==> src/hdl/fifo_loopback_pkg.sv <==
package fifo_loopback_pkg;

  //////////////////////////////
  // Stream format
  //////////////////////////////

  // I in the upper half, Q in the lower half
  localparam int SAMPLE_W = 32;
  localparam int HALF_W   = SAMPLE_W / 2;

  // Per-sample operation applied in each lane
  typedef enum logic [1:0] {
    OP_PASS    = 2'd0,
    OP_NEGATE  = 2'd1,
    OP_SWAP_IQ = 2'd2,
    OP_CONJ    = 2'd3
  } op_e;

  //////////////////////////////
  // Register bank
  //////////////////////////////

  localparam int AXIL_ADDR_W = 4;
  localparam int AXIL_DATA_W = 32;

  // Byte offsets
  localparam logic [AXIL_ADDR_W-1:0] REG_ID        = 4'h0;
  localparam logic [AXIL_ADDR_W-1:0] REG_CTRL      = 4'h4;
  localparam logic [AXIL_ADDR_W-1:0] REG_PKT_COUNT = 4'h8;

  typedef enum logic [1:0] {
    RESP_OKAY   = 2'b00,
    RESP_SLVERR = 2'b10
  } axi_resp_e;

endpackage

==> src/hdl/axil_settings_regs.sv <==
`timescale 1ns/1ns

module axil_settings_regs
  import fifo_loopback_pkg::*;
#(
  parameter logic [63:0] NOC_ID = 64'hF1F0_0000_0000_0000
) (
  input  logic                   ce_clk,
  input  logic                   i_rst_n,
  input  logic                   i_pkt_done,
  // Write address
  input  logic [AXIL_ADDR_W-1:0] i_s_axil_awaddr,
  input  logic                   i_s_axil_awvalid,
  output logic                   o_s_axil_awready,
  // Write data
  input  logic [AXIL_DATA_W-1:0] i_s_axil_wdata,
  input  logic [3:0]             i_s_axil_wstrb,
  input  logic                   i_s_axil_wvalid,
  output logic                   o_s_axil_wready,
  // Write response
  output axi_resp_e              o_s_axil_bresp,
  output logic                   o_s_axil_bvalid,
  input  logic                   i_s_axil_bready,
  // Read address
  input  logic [AXIL_ADDR_W-1:0] i_s_axil_araddr,
  input  logic                   i_s_axil_arvalid,
  output logic                   o_s_axil_arready,
  // Read data
  output logic [AXIL_DATA_W-1:0] o_s_axil_rdata,
  output axi_resp_e              o_s_axil_rresp,
  output logic                   o_s_axil_rvalid,
  input  logic                   i_s_axil_rready,
  output op_e                    o_opcode
);

  logic                   wr_accept;
  logic                   rd_accept;
  axi_resp_e              wr_resp;
  axi_resp_e              rd_resp;
  logic [AXIL_DATA_W-1:0] rd_data;
  op_e                    ctrl_op;
  logic [31:0]            pkt_count;

  // Address and data must arrive together, one outstanding response
  assign wr_accept        = i_s_axil_awvalid & i_s_axil_wvalid & ~o_s_axil_bvalid;
  assign rd_accept        = i_s_axil_arvalid & ~o_s_axil_rvalid;
  assign o_s_axil_awready = wr_accept;
  assign o_s_axil_wready  = wr_accept;
  assign o_s_axil_arready = ~o_s_axil_rvalid;
  assign o_opcode         = ctrl_op;

  //////////////////////////////
  // Address decode
  //////////////////////////////

  always_comb begin
    case (i_s_axil_awaddr)
      REG_ID, REG_CTRL, REG_PKT_COUNT: wr_resp = RESP_OKAY;
      default:                         wr_resp = RESP_SLVERR;
    endcase
  end

  always_comb begin
    rd_data = '0;
    rd_resp = RESP_OKAY;
    case (i_s_axil_araddr)
      REG_ID:        rd_data = NOC_ID[31:0];
      REG_CTRL:      rd_data = {{(AXIL_DATA_W-2){1'b0}}, ctrl_op};
      REG_PKT_COUNT: rd_data = pkt_count;
      default:       rd_resp = RESP_SLVERR;
    endcase
  end

  always_ff @(posedge ce_clk or negedge i_rst_n) begin
    if (!i_rst_n) begin
      o_s_axil_bvalid <= 1'b0;
      o_s_axil_rvalid <= 1'b0;
      ctrl_op         <= OP_PASS;
      pkt_count       <= '0;
    end else begin
      if (wr_accept) begin
        o_s_axil_bvalid <= 1'b1;
      end else if (i_s_axil_bready) begin
        o_s_axil_bvalid <= 1'b0;
      end
      if (rd_accept) begin
        o_s_axil_rvalid <= 1'b1;
      end else if (i_s_axil_rready) begin
        o_s_axil_rvalid <= 1'b0;
      end
      // Only CTRL is writable, ID and count ignore writes
      if (wr_accept && i_s_axil_awaddr == REG_CTRL && i_s_axil_wstrb[0]) begin
        ctrl_op <= op_e'(i_s_axil_wdata[1:0]);
      end
      if (i_pkt_done) begin
        pkt_count <= pkt_count + 32'd1;
      end
    end
  end

  // Response payload
  always_ff @(posedge ce_clk) begin
    if (wr_accept) begin
      o_s_axil_bresp <= wr_resp;
    end
    if (rd_accept) begin
      o_s_axil_rdata <= rd_data;
      o_s_axil_rresp <= rd_resp;
    end
  end

  a_bvalid_hold: assert property (@(posedge ce_clk) disable iff (!i_rst_n)
    o_s_axil_bvalid && !i_s_axil_bready |=> o_s_axil_bvalid && $stable(o_s_axil_bresp));

  a_rvalid_hold: assert property (@(posedge ce_clk) disable iff (!i_rst_n)
    o_s_axil_rvalid && !i_s_axil_rready |=> o_s_axil_rvalid && $stable(o_s_axil_rdata));

endmodule

==> src/hdl/packet_dispatcher.sv <==
`timescale 1ns/1ns

module packet_dispatcher
  import fifo_loopback_pkg::*;
#(
  parameter int NUM_LANES = 4,
  parameter int LANE_W    = 2
) (
  input  logic                 ce_clk,
  input  logic                 i_rst_n,
  input  logic [SAMPLE_W-1:0]  i_tdata,
  input  logic                 i_tlast,
  input  logic                 i_tvalid,
  output logic                 o_tready,
  output logic [SAMPLE_W-1:0]  o_lane_tdata,
  output logic                 o_lane_tlast,
  output logic [NUM_LANES-1:0] o_lane_tvalid,
  input  logic [NUM_LANES-1:0] i_lane_tready
);

  logic [LANE_W-1:0] lane_ptr;
  logic              last_beat;

  // Data fans out to every lane, only valid is steered
  assign o_lane_tdata = i_tdata;
  assign o_lane_tlast = i_tlast;

  always_comb begin
    o_lane_tvalid           = '0;
    o_lane_tvalid[lane_ptr] = i_tvalid;
  end

  // A full selected lane stalls the input even if others have room
  assign o_tready  = i_lane_tready[lane_ptr];
  assign last_beat = i_tvalid & o_tready & i_tlast;

  // Move to the next lane once the packet is complete
  always_ff @(posedge ce_clk or negedge i_rst_n) begin
    if (!i_rst_n) begin
      lane_ptr <= '0;
    end else if (last_beat) begin
      if (lane_ptr == LANE_W'(NUM_LANES - 1)) begin
        lane_ptr <= '0;
      end else begin
        lane_ptr <= lane_ptr + 1'b1;
      end
    end
  end

  a_one_lane_valid: assert property (@(posedge ce_clk) disable iff (!i_rst_n)
    $onehot0(o_lane_tvalid));

endmodule

==> src/hdl/lane_fifo.sv <==
`timescale 1ns/1ns

module lane_fifo
  import fifo_loopback_pkg::*;
#(
  parameter int LANE_DEPTH = 16
) (
  input  logic                ce_clk,
  input  logic                i_rst_n,
  input  op_e                 i_opcode,
  input  logic [SAMPLE_W-1:0] i_tdata,
  input  logic                i_tlast,
  input  logic                i_tvalid,
  output logic                o_tready,
  output logic [SAMPLE_W-1:0] o_tdata,
  output logic                o_tlast,
  output logic                o_tvalid,
  input  logic                i_tready
);

  localparam int PTR_W = $clog2(LANE_DEPTH);
  localparam logic [PTR_W:0] DEPTH_CNT = LANE_DEPTH[PTR_W:0];

  // tlast kept in the top bit of each entry
  logic [SAMPLE_W:0] mem [LANE_DEPTH];
  logic [PTR_W-1:0]  wr_ptr;
  logic [PTR_W-1:0]  rd_ptr;
  logic [PTR_W:0]    count;
  logic              wr_en;
  logic              rd_en;

  function automatic logic [SAMPLE_W-1:0] apply_op(op_e op, logic [SAMPLE_W-1:0] sample);
    logic [HALF_W-1:0] re;
    logic [HALF_W-1:0] im;
    re = sample[SAMPLE_W-1:HALF_W];
    im = sample[HALF_W-1:0];
    case (op)
      OP_NEGATE:  return {-re, -im};
      OP_SWAP_IQ: return {im, re};
      OP_CONJ:    return {re, -im};
      default:    return sample;
    endcase
  endfunction

  assign o_tready = (count != DEPTH_CNT);
  assign o_tvalid = (count != '0);
  assign wr_en    = i_tvalid & o_tready;
  assign rd_en    = o_tvalid & i_tready;
  assign o_tdata  = mem[rd_ptr][SAMPLE_W-1:0];
  assign o_tlast  = mem[rd_ptr][SAMPLE_W];

  always_ff @(posedge ce_clk) begin
    if (wr_en) begin
      mem[wr_ptr] <= {i_tlast, apply_op(i_opcode, i_tdata)};
    end
  end

  // Pointers wrap on their own since the depth is a power of two
  always_ff @(posedge ce_clk or negedge i_rst_n) begin
    if (!i_rst_n) begin
      wr_ptr <= '0;
      rd_ptr <= '0;
      count  <= '0;
    end else begin
      if (wr_en) begin
        wr_ptr <= wr_ptr + 1'b1;
      end
      if (rd_en) begin
        rd_ptr <= rd_ptr + 1'b1;
      end
      case ({wr_en, rd_en})
        2'b10:   count <= count + 1'b1;
        2'b01:   count <= count - 1'b1;
        default: count <= count;
      endcase
    end
  end

  a_no_write_full: assert property (@(posedge ce_clk) disable iff (!i_rst_n)
    count == DEPTH_CNT && !rd_en |=> count == DEPTH_CNT && wr_ptr == rd_ptr);

  a_no_read_empty: assert property (@(posedge ce_clk) disable iff (!i_rst_n)
    count == '0 && !wr_en |=> count == '0 && $stable(rd_ptr));

endmodule

==> src/hdl/packet_merger.sv <==
`timescale 1ns/1ns

module packet_merger
  import fifo_loopback_pkg::*;
#(
  parameter int NUM_LANES = 4,
  parameter int LANE_W    = 2
) (
  input  logic                               ce_clk,
  input  logic                               i_rst_n,
  input  logic [NUM_LANES-1:0][SAMPLE_W-1:0] i_lane_tdata,
  input  logic [NUM_LANES-1:0]               i_lane_tlast,
  input  logic [NUM_LANES-1:0]               i_lane_tvalid,
  output logic [NUM_LANES-1:0]               o_lane_tready,
  output logic [SAMPLE_W-1:0]                o_tdata,
  output logic                               o_tlast,
  output logic                               o_tvalid,
  input  logic                               i_tready,
  output logic                               o_pkt_done
);

  logic [LANE_W-1:0] lane_ptr;
  logic              last_beat;

  // Same rotation as the dispatcher keeps packet order
  assign o_tdata  = i_lane_tdata[lane_ptr];
  assign o_tlast  = i_lane_tlast[lane_ptr];
  assign o_tvalid = i_lane_tvalid[lane_ptr];

  always_comb begin
    o_lane_tready           = '0;
    o_lane_tready[lane_ptr] = i_tready;
  end

  assign last_beat = o_tvalid & i_tready & o_tlast;

  always_ff @(posedge ce_clk or negedge i_rst_n) begin
    if (!i_rst_n) begin
      lane_ptr   <= '0;
      o_pkt_done <= 1'b0;
    end else begin
      o_pkt_done <= last_beat;
      if (last_beat) begin
        lane_ptr <= (lane_ptr == LANE_W'(NUM_LANES - 1)) ? '0 : lane_ptr + 1'b1;
      end
    end
  end

  a_one_lane_ready: assert property (@(posedge ce_clk) disable iff (!i_rst_n)
    $onehot0(o_lane_tready));

endmodule

==> src/hdl/noc_block_fifo_loopback.sv <==
`timescale 1ns/1ns

module noc_block_fifo_loopback
  import fifo_loopback_pkg::*;
#(
  parameter logic [63:0] NOC_ID     = 64'hF1F0_0000_0000_0000,
  parameter int          NUM_LANES  = 4,
  parameter int          LANE_DEPTH = 16
) (
  input  logic                   ce_clk,
  input  logic                   i_rst_n,
  // Stream in
  input  logic [SAMPLE_W-1:0]    i_tdata,
  input  logic                   i_tlast,
  input  logic                   i_tvalid,
  output logic                   o_tready,
  // Stream out
  output logic [SAMPLE_W-1:0]    o_tdata,
  output logic                   o_tlast,
  output logic                   o_tvalid,
  input  logic                   i_tready,
  // Register bank
  input  logic [AXIL_ADDR_W-1:0] i_s_axil_awaddr,
  input  logic                   i_s_axil_awvalid,
  output logic                   o_s_axil_awready,
  input  logic [AXIL_DATA_W-1:0] i_s_axil_wdata,
  input  logic [3:0]             i_s_axil_wstrb,
  input  logic                   i_s_axil_wvalid,
  output logic                   o_s_axil_wready,
  output axi_resp_e              o_s_axil_bresp,
  output logic                   o_s_axil_bvalid,
  input  logic                   i_s_axil_bready,
  input  logic [AXIL_ADDR_W-1:0] i_s_axil_araddr,
  input  logic                   i_s_axil_arvalid,
  output logic                   o_s_axil_arready,
  output logic [AXIL_DATA_W-1:0] o_s_axil_rdata,
  output axi_resp_e              o_s_axil_rresp,
  output logic                   o_s_axil_rvalid,
  input  logic                   i_s_axil_rready
);

  localparam int LANE_W = $clog2(NUM_LANES);

  op_e                                opcode;
  logic                               pkt_done;
  logic [SAMPLE_W-1:0]                lane_in_tdata;
  logic                               lane_in_tlast;
  logic [NUM_LANES-1:0]               lane_in_tvalid;
  logic [NUM_LANES-1:0]               lane_in_tready;
  logic [NUM_LANES-1:0][SAMPLE_W-1:0] lane_out_tdata;
  logic [NUM_LANES-1:0]               lane_out_tlast;
  logic [NUM_LANES-1:0]               lane_out_tvalid;
  logic [NUM_LANES-1:0]               lane_out_tready;

  //////////////////////////////
  // Register bank
  //////////////////////////////

  axil_settings_regs #(.NOC_ID(NOC_ID)) u_regs (
    .ce_clk(ce_clk), .i_rst_n(i_rst_n), .i_pkt_done(pkt_done),
    .i_s_axil_awaddr(i_s_axil_awaddr), .i_s_axil_awvalid(i_s_axil_awvalid),
    .o_s_axil_awready(o_s_axil_awready),
    .i_s_axil_wdata(i_s_axil_wdata), .i_s_axil_wstrb(i_s_axil_wstrb),
    .i_s_axil_wvalid(i_s_axil_wvalid), .o_s_axil_wready(o_s_axil_wready),
    .o_s_axil_bresp(o_s_axil_bresp), .o_s_axil_bvalid(o_s_axil_bvalid),
    .i_s_axil_bready(i_s_axil_bready),
    .i_s_axil_araddr(i_s_axil_araddr), .i_s_axil_arvalid(i_s_axil_arvalid),
    .o_s_axil_arready(o_s_axil_arready),
    .o_s_axil_rdata(o_s_axil_rdata), .o_s_axil_rresp(o_s_axil_rresp),
    .o_s_axil_rvalid(o_s_axil_rvalid), .i_s_axil_rready(i_s_axil_rready),
    .o_opcode(opcode));

  //////////////////////////////
  // Lane datapath
  //////////////////////////////

  packet_dispatcher #(.NUM_LANES(NUM_LANES), .LANE_W(LANE_W)) u_dispatch (
    .ce_clk(ce_clk), .i_rst_n(i_rst_n),
    .i_tdata(i_tdata), .i_tlast(i_tlast), .i_tvalid(i_tvalid), .o_tready(o_tready),
    .o_lane_tdata(lane_in_tdata), .o_lane_tlast(lane_in_tlast),
    .o_lane_tvalid(lane_in_tvalid), .i_lane_tready(lane_in_tready));

  for (genvar g = 0; g < NUM_LANES; g++) begin : g_lane
    lane_fifo #(.LANE_DEPTH(LANE_DEPTH)) u_lane (
      .ce_clk(ce_clk), .i_rst_n(i_rst_n), .i_opcode(opcode),
      .i_tdata(lane_in_tdata), .i_tlast(lane_in_tlast),
      .i_tvalid(lane_in_tvalid[g]), .o_tready(lane_in_tready[g]),
      .o_tdata(lane_out_tdata[g]), .o_tlast(lane_out_tlast[g]),
      .o_tvalid(lane_out_tvalid[g]), .i_tready(lane_out_tready[g]));
  end

  packet_merger #(.NUM_LANES(NUM_LANES), .LANE_W(LANE_W)) u_merge (
    .ce_clk(ce_clk), .i_rst_n(i_rst_n),
    .i_lane_tdata(lane_out_tdata), .i_lane_tlast(lane_out_tlast),
    .i_lane_tvalid(lane_out_tvalid), .o_lane_tready(lane_out_tready),
    .o_tdata(o_tdata), .o_tlast(o_tlast), .o_tvalid(o_tvalid), .i_tready(i_tready),
    .o_pkt_done(pkt_done));

endmodule

==> config.mk <==
export PLATFORM = sky130hd
export DESIGN_NAME = noc_block_fifo_loopback
export DESIGN_NICKNAME = d
export VERILOG_FILES = /design/src/hdl/fifo_loopback_pkg.sv /design/src/hdl/axil_settings_regs.sv /design/src/hdl/packet_dispatcher.sv /design/src/hdl/lane_fifo.sv /design/src/hdl/packet_merger.sv /design/src/hdl/noc_block_fifo_loopback.sv
export SDC_FILE = /design/constraint.sdc
export NUM_CORES = 2
export LEC_CHECK = 0
export BUFFER_PORTS_ARGS = -buffer_cell sky130_fd_sc_hd__buf_2
export CAP_MARGIN = 10
export CORE_MARGIN = 1
export CORE_UTILIZATION = 62
export DETAILED_ROUTE_END_ITERATION = 8
export GPL_TIMING_DRIVEN = 0
export PLACE_DENSITY_LB_ADDON = 0.15
export SYNTH_ARGS = -nofsm -noshare
export SYNTH_HDL_FRONTEND = slang
export SYNTH_SLANG_ARGS = --single-unit
==> constraint.sdc <==
create_clock -name ce_clk -period 5.7 [get_ports ce_clk]
set_clock_uncertainty 0.1 [all_clocks]
set_input_delay 0.285 -clock ce_clk [delete_from_list [all_inputs] [get_ports ce_clk]]
set_output_delay 0.285 -clock ce_clk [all_outputs]
set_load 0.02 [all_outputs]
==> results.yml <==
worst_hold_path:
  hold_class: "in -> reg"
  worstHoldStart: "i_tdata[0]"
  hold_depth: 4
  hold_end: "g_lane[1].u_lane.mem[10][16]$_DFFE_PP_"
sta:
  min_period_ns: 5.232
  fmaxAchievable_mhz: 191.1
  rsz0062_at_grt: "no"
  relSlewSlack: 0.1561
  setup_violations: 0
  holdWs_ns: 0.06205
  worstMarginPinSlew_ns: 1.266
  finalCritPeriodShare: 0.9179
  drv_slew: 0
  hold_viol_final: 0
yosys:
  ys_types: 56
  syn_area_mm2: 0.08766
  synth_edf_count: 2146
  netlist_instances: 3781
  synthArstFlopShare: 0.04154
  ys_seq_area_frac: 0.7617
  synth.avg_cell_area_um2: 23.18
  yosys_most_used_dff: "edfxtp_1"
  synth_warnings: 0
  ys_seq_elements: 2239
global_routing:
  grt_pass1_wl_um: 310800
  grt_use_total: 0.3165
  grt_overflow: 0
  antenna_found_initial: 14
  grt_start_max_net_pins: 76
  grt_pass1_vias: 42350
cells_and_area:
  instances_no_fill: 6354
  multi_input_area_mm2: 0.02041
  layout-drive-gt1-share: 0.3207
  layout.nets: 4423
  fillers: 7956
  seq_area_mm2: 0.06677
  final_common_cell: "edfxtp_1"
  mostFrequentLayoutCells: "edfxtp_1, mux4_2, clkbuf_16"
  synthToLayoutAreaGrowth_pct: 15.03
floorplanning:
  floorplan.initialDensity: 0.6267
  fp.dieH_um: 378.0
  dieArea_mm2: 0.1429
  fp.dieW_um: 378.0
  row_count: 137
  core_area_mm2: 0.1399
  ios: 162
run:
  max-cap-violations: 0
critical_path:
  endpoint_kind: "primary output"
  cp_max_fo: 10
  critPathKind: "reg -> out"
  crit_required_ns: 5.32
  rrSetupSlack_ns: 1.81
  crit_arrival_ns: 4.85
  startpoint_type: "flop"
  r2r_cells: 12
  regToRegStartpoint: "u_merge.lane_ptr[1]$_DFFE_PN0P_"
  rr_endpoint: "g_lane[0].u_lane.count[4]$_DFFE_PN0P_"
cts:
  clkTransAtPathRegs_ns: 0.06
  cts-buffers-inserted: 215
  cts_setup_buffers: 0
  cts_buffer_depth: 3
  htreeDepth: 4
  clock_latency_ns: 0.84
  root_buffer: "clkbuf_16"
  cts_tree: "yes"
  clkSinkCount: 2239
power_and_ir_drop:
  power.density_mw_per_mm2: 482.8
  seq_power_share: 0.404
  pwr-share-comb: 0.317
  switchingPower_w: 0.01543
  peakVddDrop_uv: 403.3
  intPower_w: 0.03325
  swShare: 0.3170
  p_leak_nw: 32.25
  clock_power_share: 0.279
placement:
  dpl.cell_count: 5916
  gp_congestion: 0.8479
  io_buffers: 123
  dp_hpwl_um: 146400
drt:
  drcViolationCount: 0
  antenna_left: 1
  wirelength_um: 219200
  viasPerCell: 6.708
  vias: 42620
  drt_iter0_drc: 5807
  routedWlPerCell_um: 34.50
  drtPass1Iterations: 5
outcome:
  violations: "antenna rules"
  outcome: "finished with violations"
worst max-delay path: stages (launching register included):
cell	delay (ns)
dfrtp_1	0.35
clkbuf_1	0.31
clkbuf_1	0.54
clkbuf_1	0.84
mux4_2	0.45
mux4_2	0.63
mux4_2	0.65
buf_2	0.21
metal layers:
metal,track usage,part of all wire
met5,0,0.00025
met4,0.09289,0.029
met3,0.06526,0.11
met2,0.4944,0.48
met1,0.4612,0.38
what timing repair did:
action | 4_1_cts | 5_1_grt
hold buffers | 25 | 1
resized for setup | 0 | 0
endpoints found under the hold margin | 172 | 17
sequential cells by signal, summed over array words and instances, names as in the netlist, 2 cells and up:
signal,count
g_lane.u_lane.mem,2112
u_regs.o_s_axil_rdata,32
u_regs.pkt_count,32
g_lane.u_lane.count,20
g_lane.u_lane.rd_ptr,16
g_lane.u_lane.wr_ptr,16
u_dispatch.lane_ptr,2
u_merge.lane_ptr,2
u_regs.o_opcode,2
cell families (layout without fill, tap and decap cells):
kind of cell | after synthesis | after routing | share of synthesized area
adders and majority gates | 51 | 51 | 0.007622
and+or+nand+nor | 327 | 327 | 0.01948
xor gates and xnor gates | 99 | 99 | 0.009891
buffers and inverters | 227 | 907 | 0.01275
AOI/OAI and AO/OA | 104 | 104 | 0.007194
DFF | 2239 | 2239 | 0.7617
muxes | 733 | 733 | 0.1814
other | 1 | 18 | 0.00004278
final cells by class:
type	count	share of cell area
Tap cell	1876	0.02328
Timing Repair Buffer	287	0.03456
Antenna cell	16	0.0003971
Inverter	28	0.001042
Clock inverter	135	0.01066
Clock buffer	258	0.05545
Sequential cell	2239	0.6622
Buffer	199	0.01004
Multi-Input combinational cell	1316	0.2024
cell usage after synthesis (all sizes together), types with 12 or more instances:
cell    instances  area share
and3           20      0.0014
xor2           37      0.0037
xnor2          62      0.0062
nand4          16      0.0011
and2           63      0.0045
nand3          21      0.0012
ha             47      0.0067
nand2b         12     0.00086
buf            96      0.0071
mux2i          38      0.0043
mux4          683        0.18
nand2          75      0.0032
o21ai          37      0.0021
inv            28      0.0012
clkbuf        103      0.0044
nor2b          15      0.0011
dfrtp          93       0.027
a21oi          26      0.0015
mux2           12      0.0015
nor3           22      0.0013
edfxtp       2146        0.74
nor2           55      0.0024
power groups by stage:
stage               Sequential, W  Combinational [W]  Clock [W]
global placement           0.0203             0.0145          0
global route               0.0197             0.0160     0.0143
floorplan                  0.0200            0.00921          0
detailed placement         0.0200             0.0153          0
CTS                        0.0197             0.0154     0.0137
finish                     0.0197             0.0154     0.0136
through the flow:
| stage | area, um2 | total power (W) | setup WS (ns) | utilization | TNS (ns) |
|---|---|---|---|---|---|
| 3_5_place_dp | 93820 | 0.03526 | 1.412 | 0.6707 | 0 |
| 6_report | 100800 | 0.04868 | 0.4680 | 0.7209 | 0 |
| 4_1_cts | 100700 | 0.04877 | 0.4558 | 0.7202 | 0 |
| 5_1_grt | 100800 | 0.05001 | 0.3292 | 0.7206 | 0 |
| 2_1_floorplan | 87670 | 0.02925 | 1.130 | - | 0 |
| 3_3_place_gp | 90630 | 0.03480 | -3.169 | 0.6479 | -2886.79 |
worst max-delay path by stage:
stage / depth (start not counted) / start / to
after global placement: 4 / u_regs.o_opcode[1]$_DFFE_PN0P_ / g_lane[3].u_lane.mem[10][7]$_DFFE_PP_
after floorplan: 4 / u_regs.o_opcode[1]$_DFFE_PN0P_ / g_lane[0].u_lane.mem[0][1]$_DFFE_PP_
after global routing: 7 / g_lane[1].u_lane.rd_ptr[1]$_DFFE_PN0P_ / o_tdata[2]
final: 7 / g_lane[1].u_lane.rd_ptr[1]$_DFFE_PN0P_ / o_tdata[2]
after detailed placement: 7 / g_lane[1].u_lane.rd_ptr[1]$_DFFE_PN0P_ / o_tdata[2]
after CTS: 7 / g_lane[1].u_lane.rd_ptr[1]$_DFFE_PN0P_ / o_tdata[2]
No activity file was read; power rests on OpenSTA's default activity.
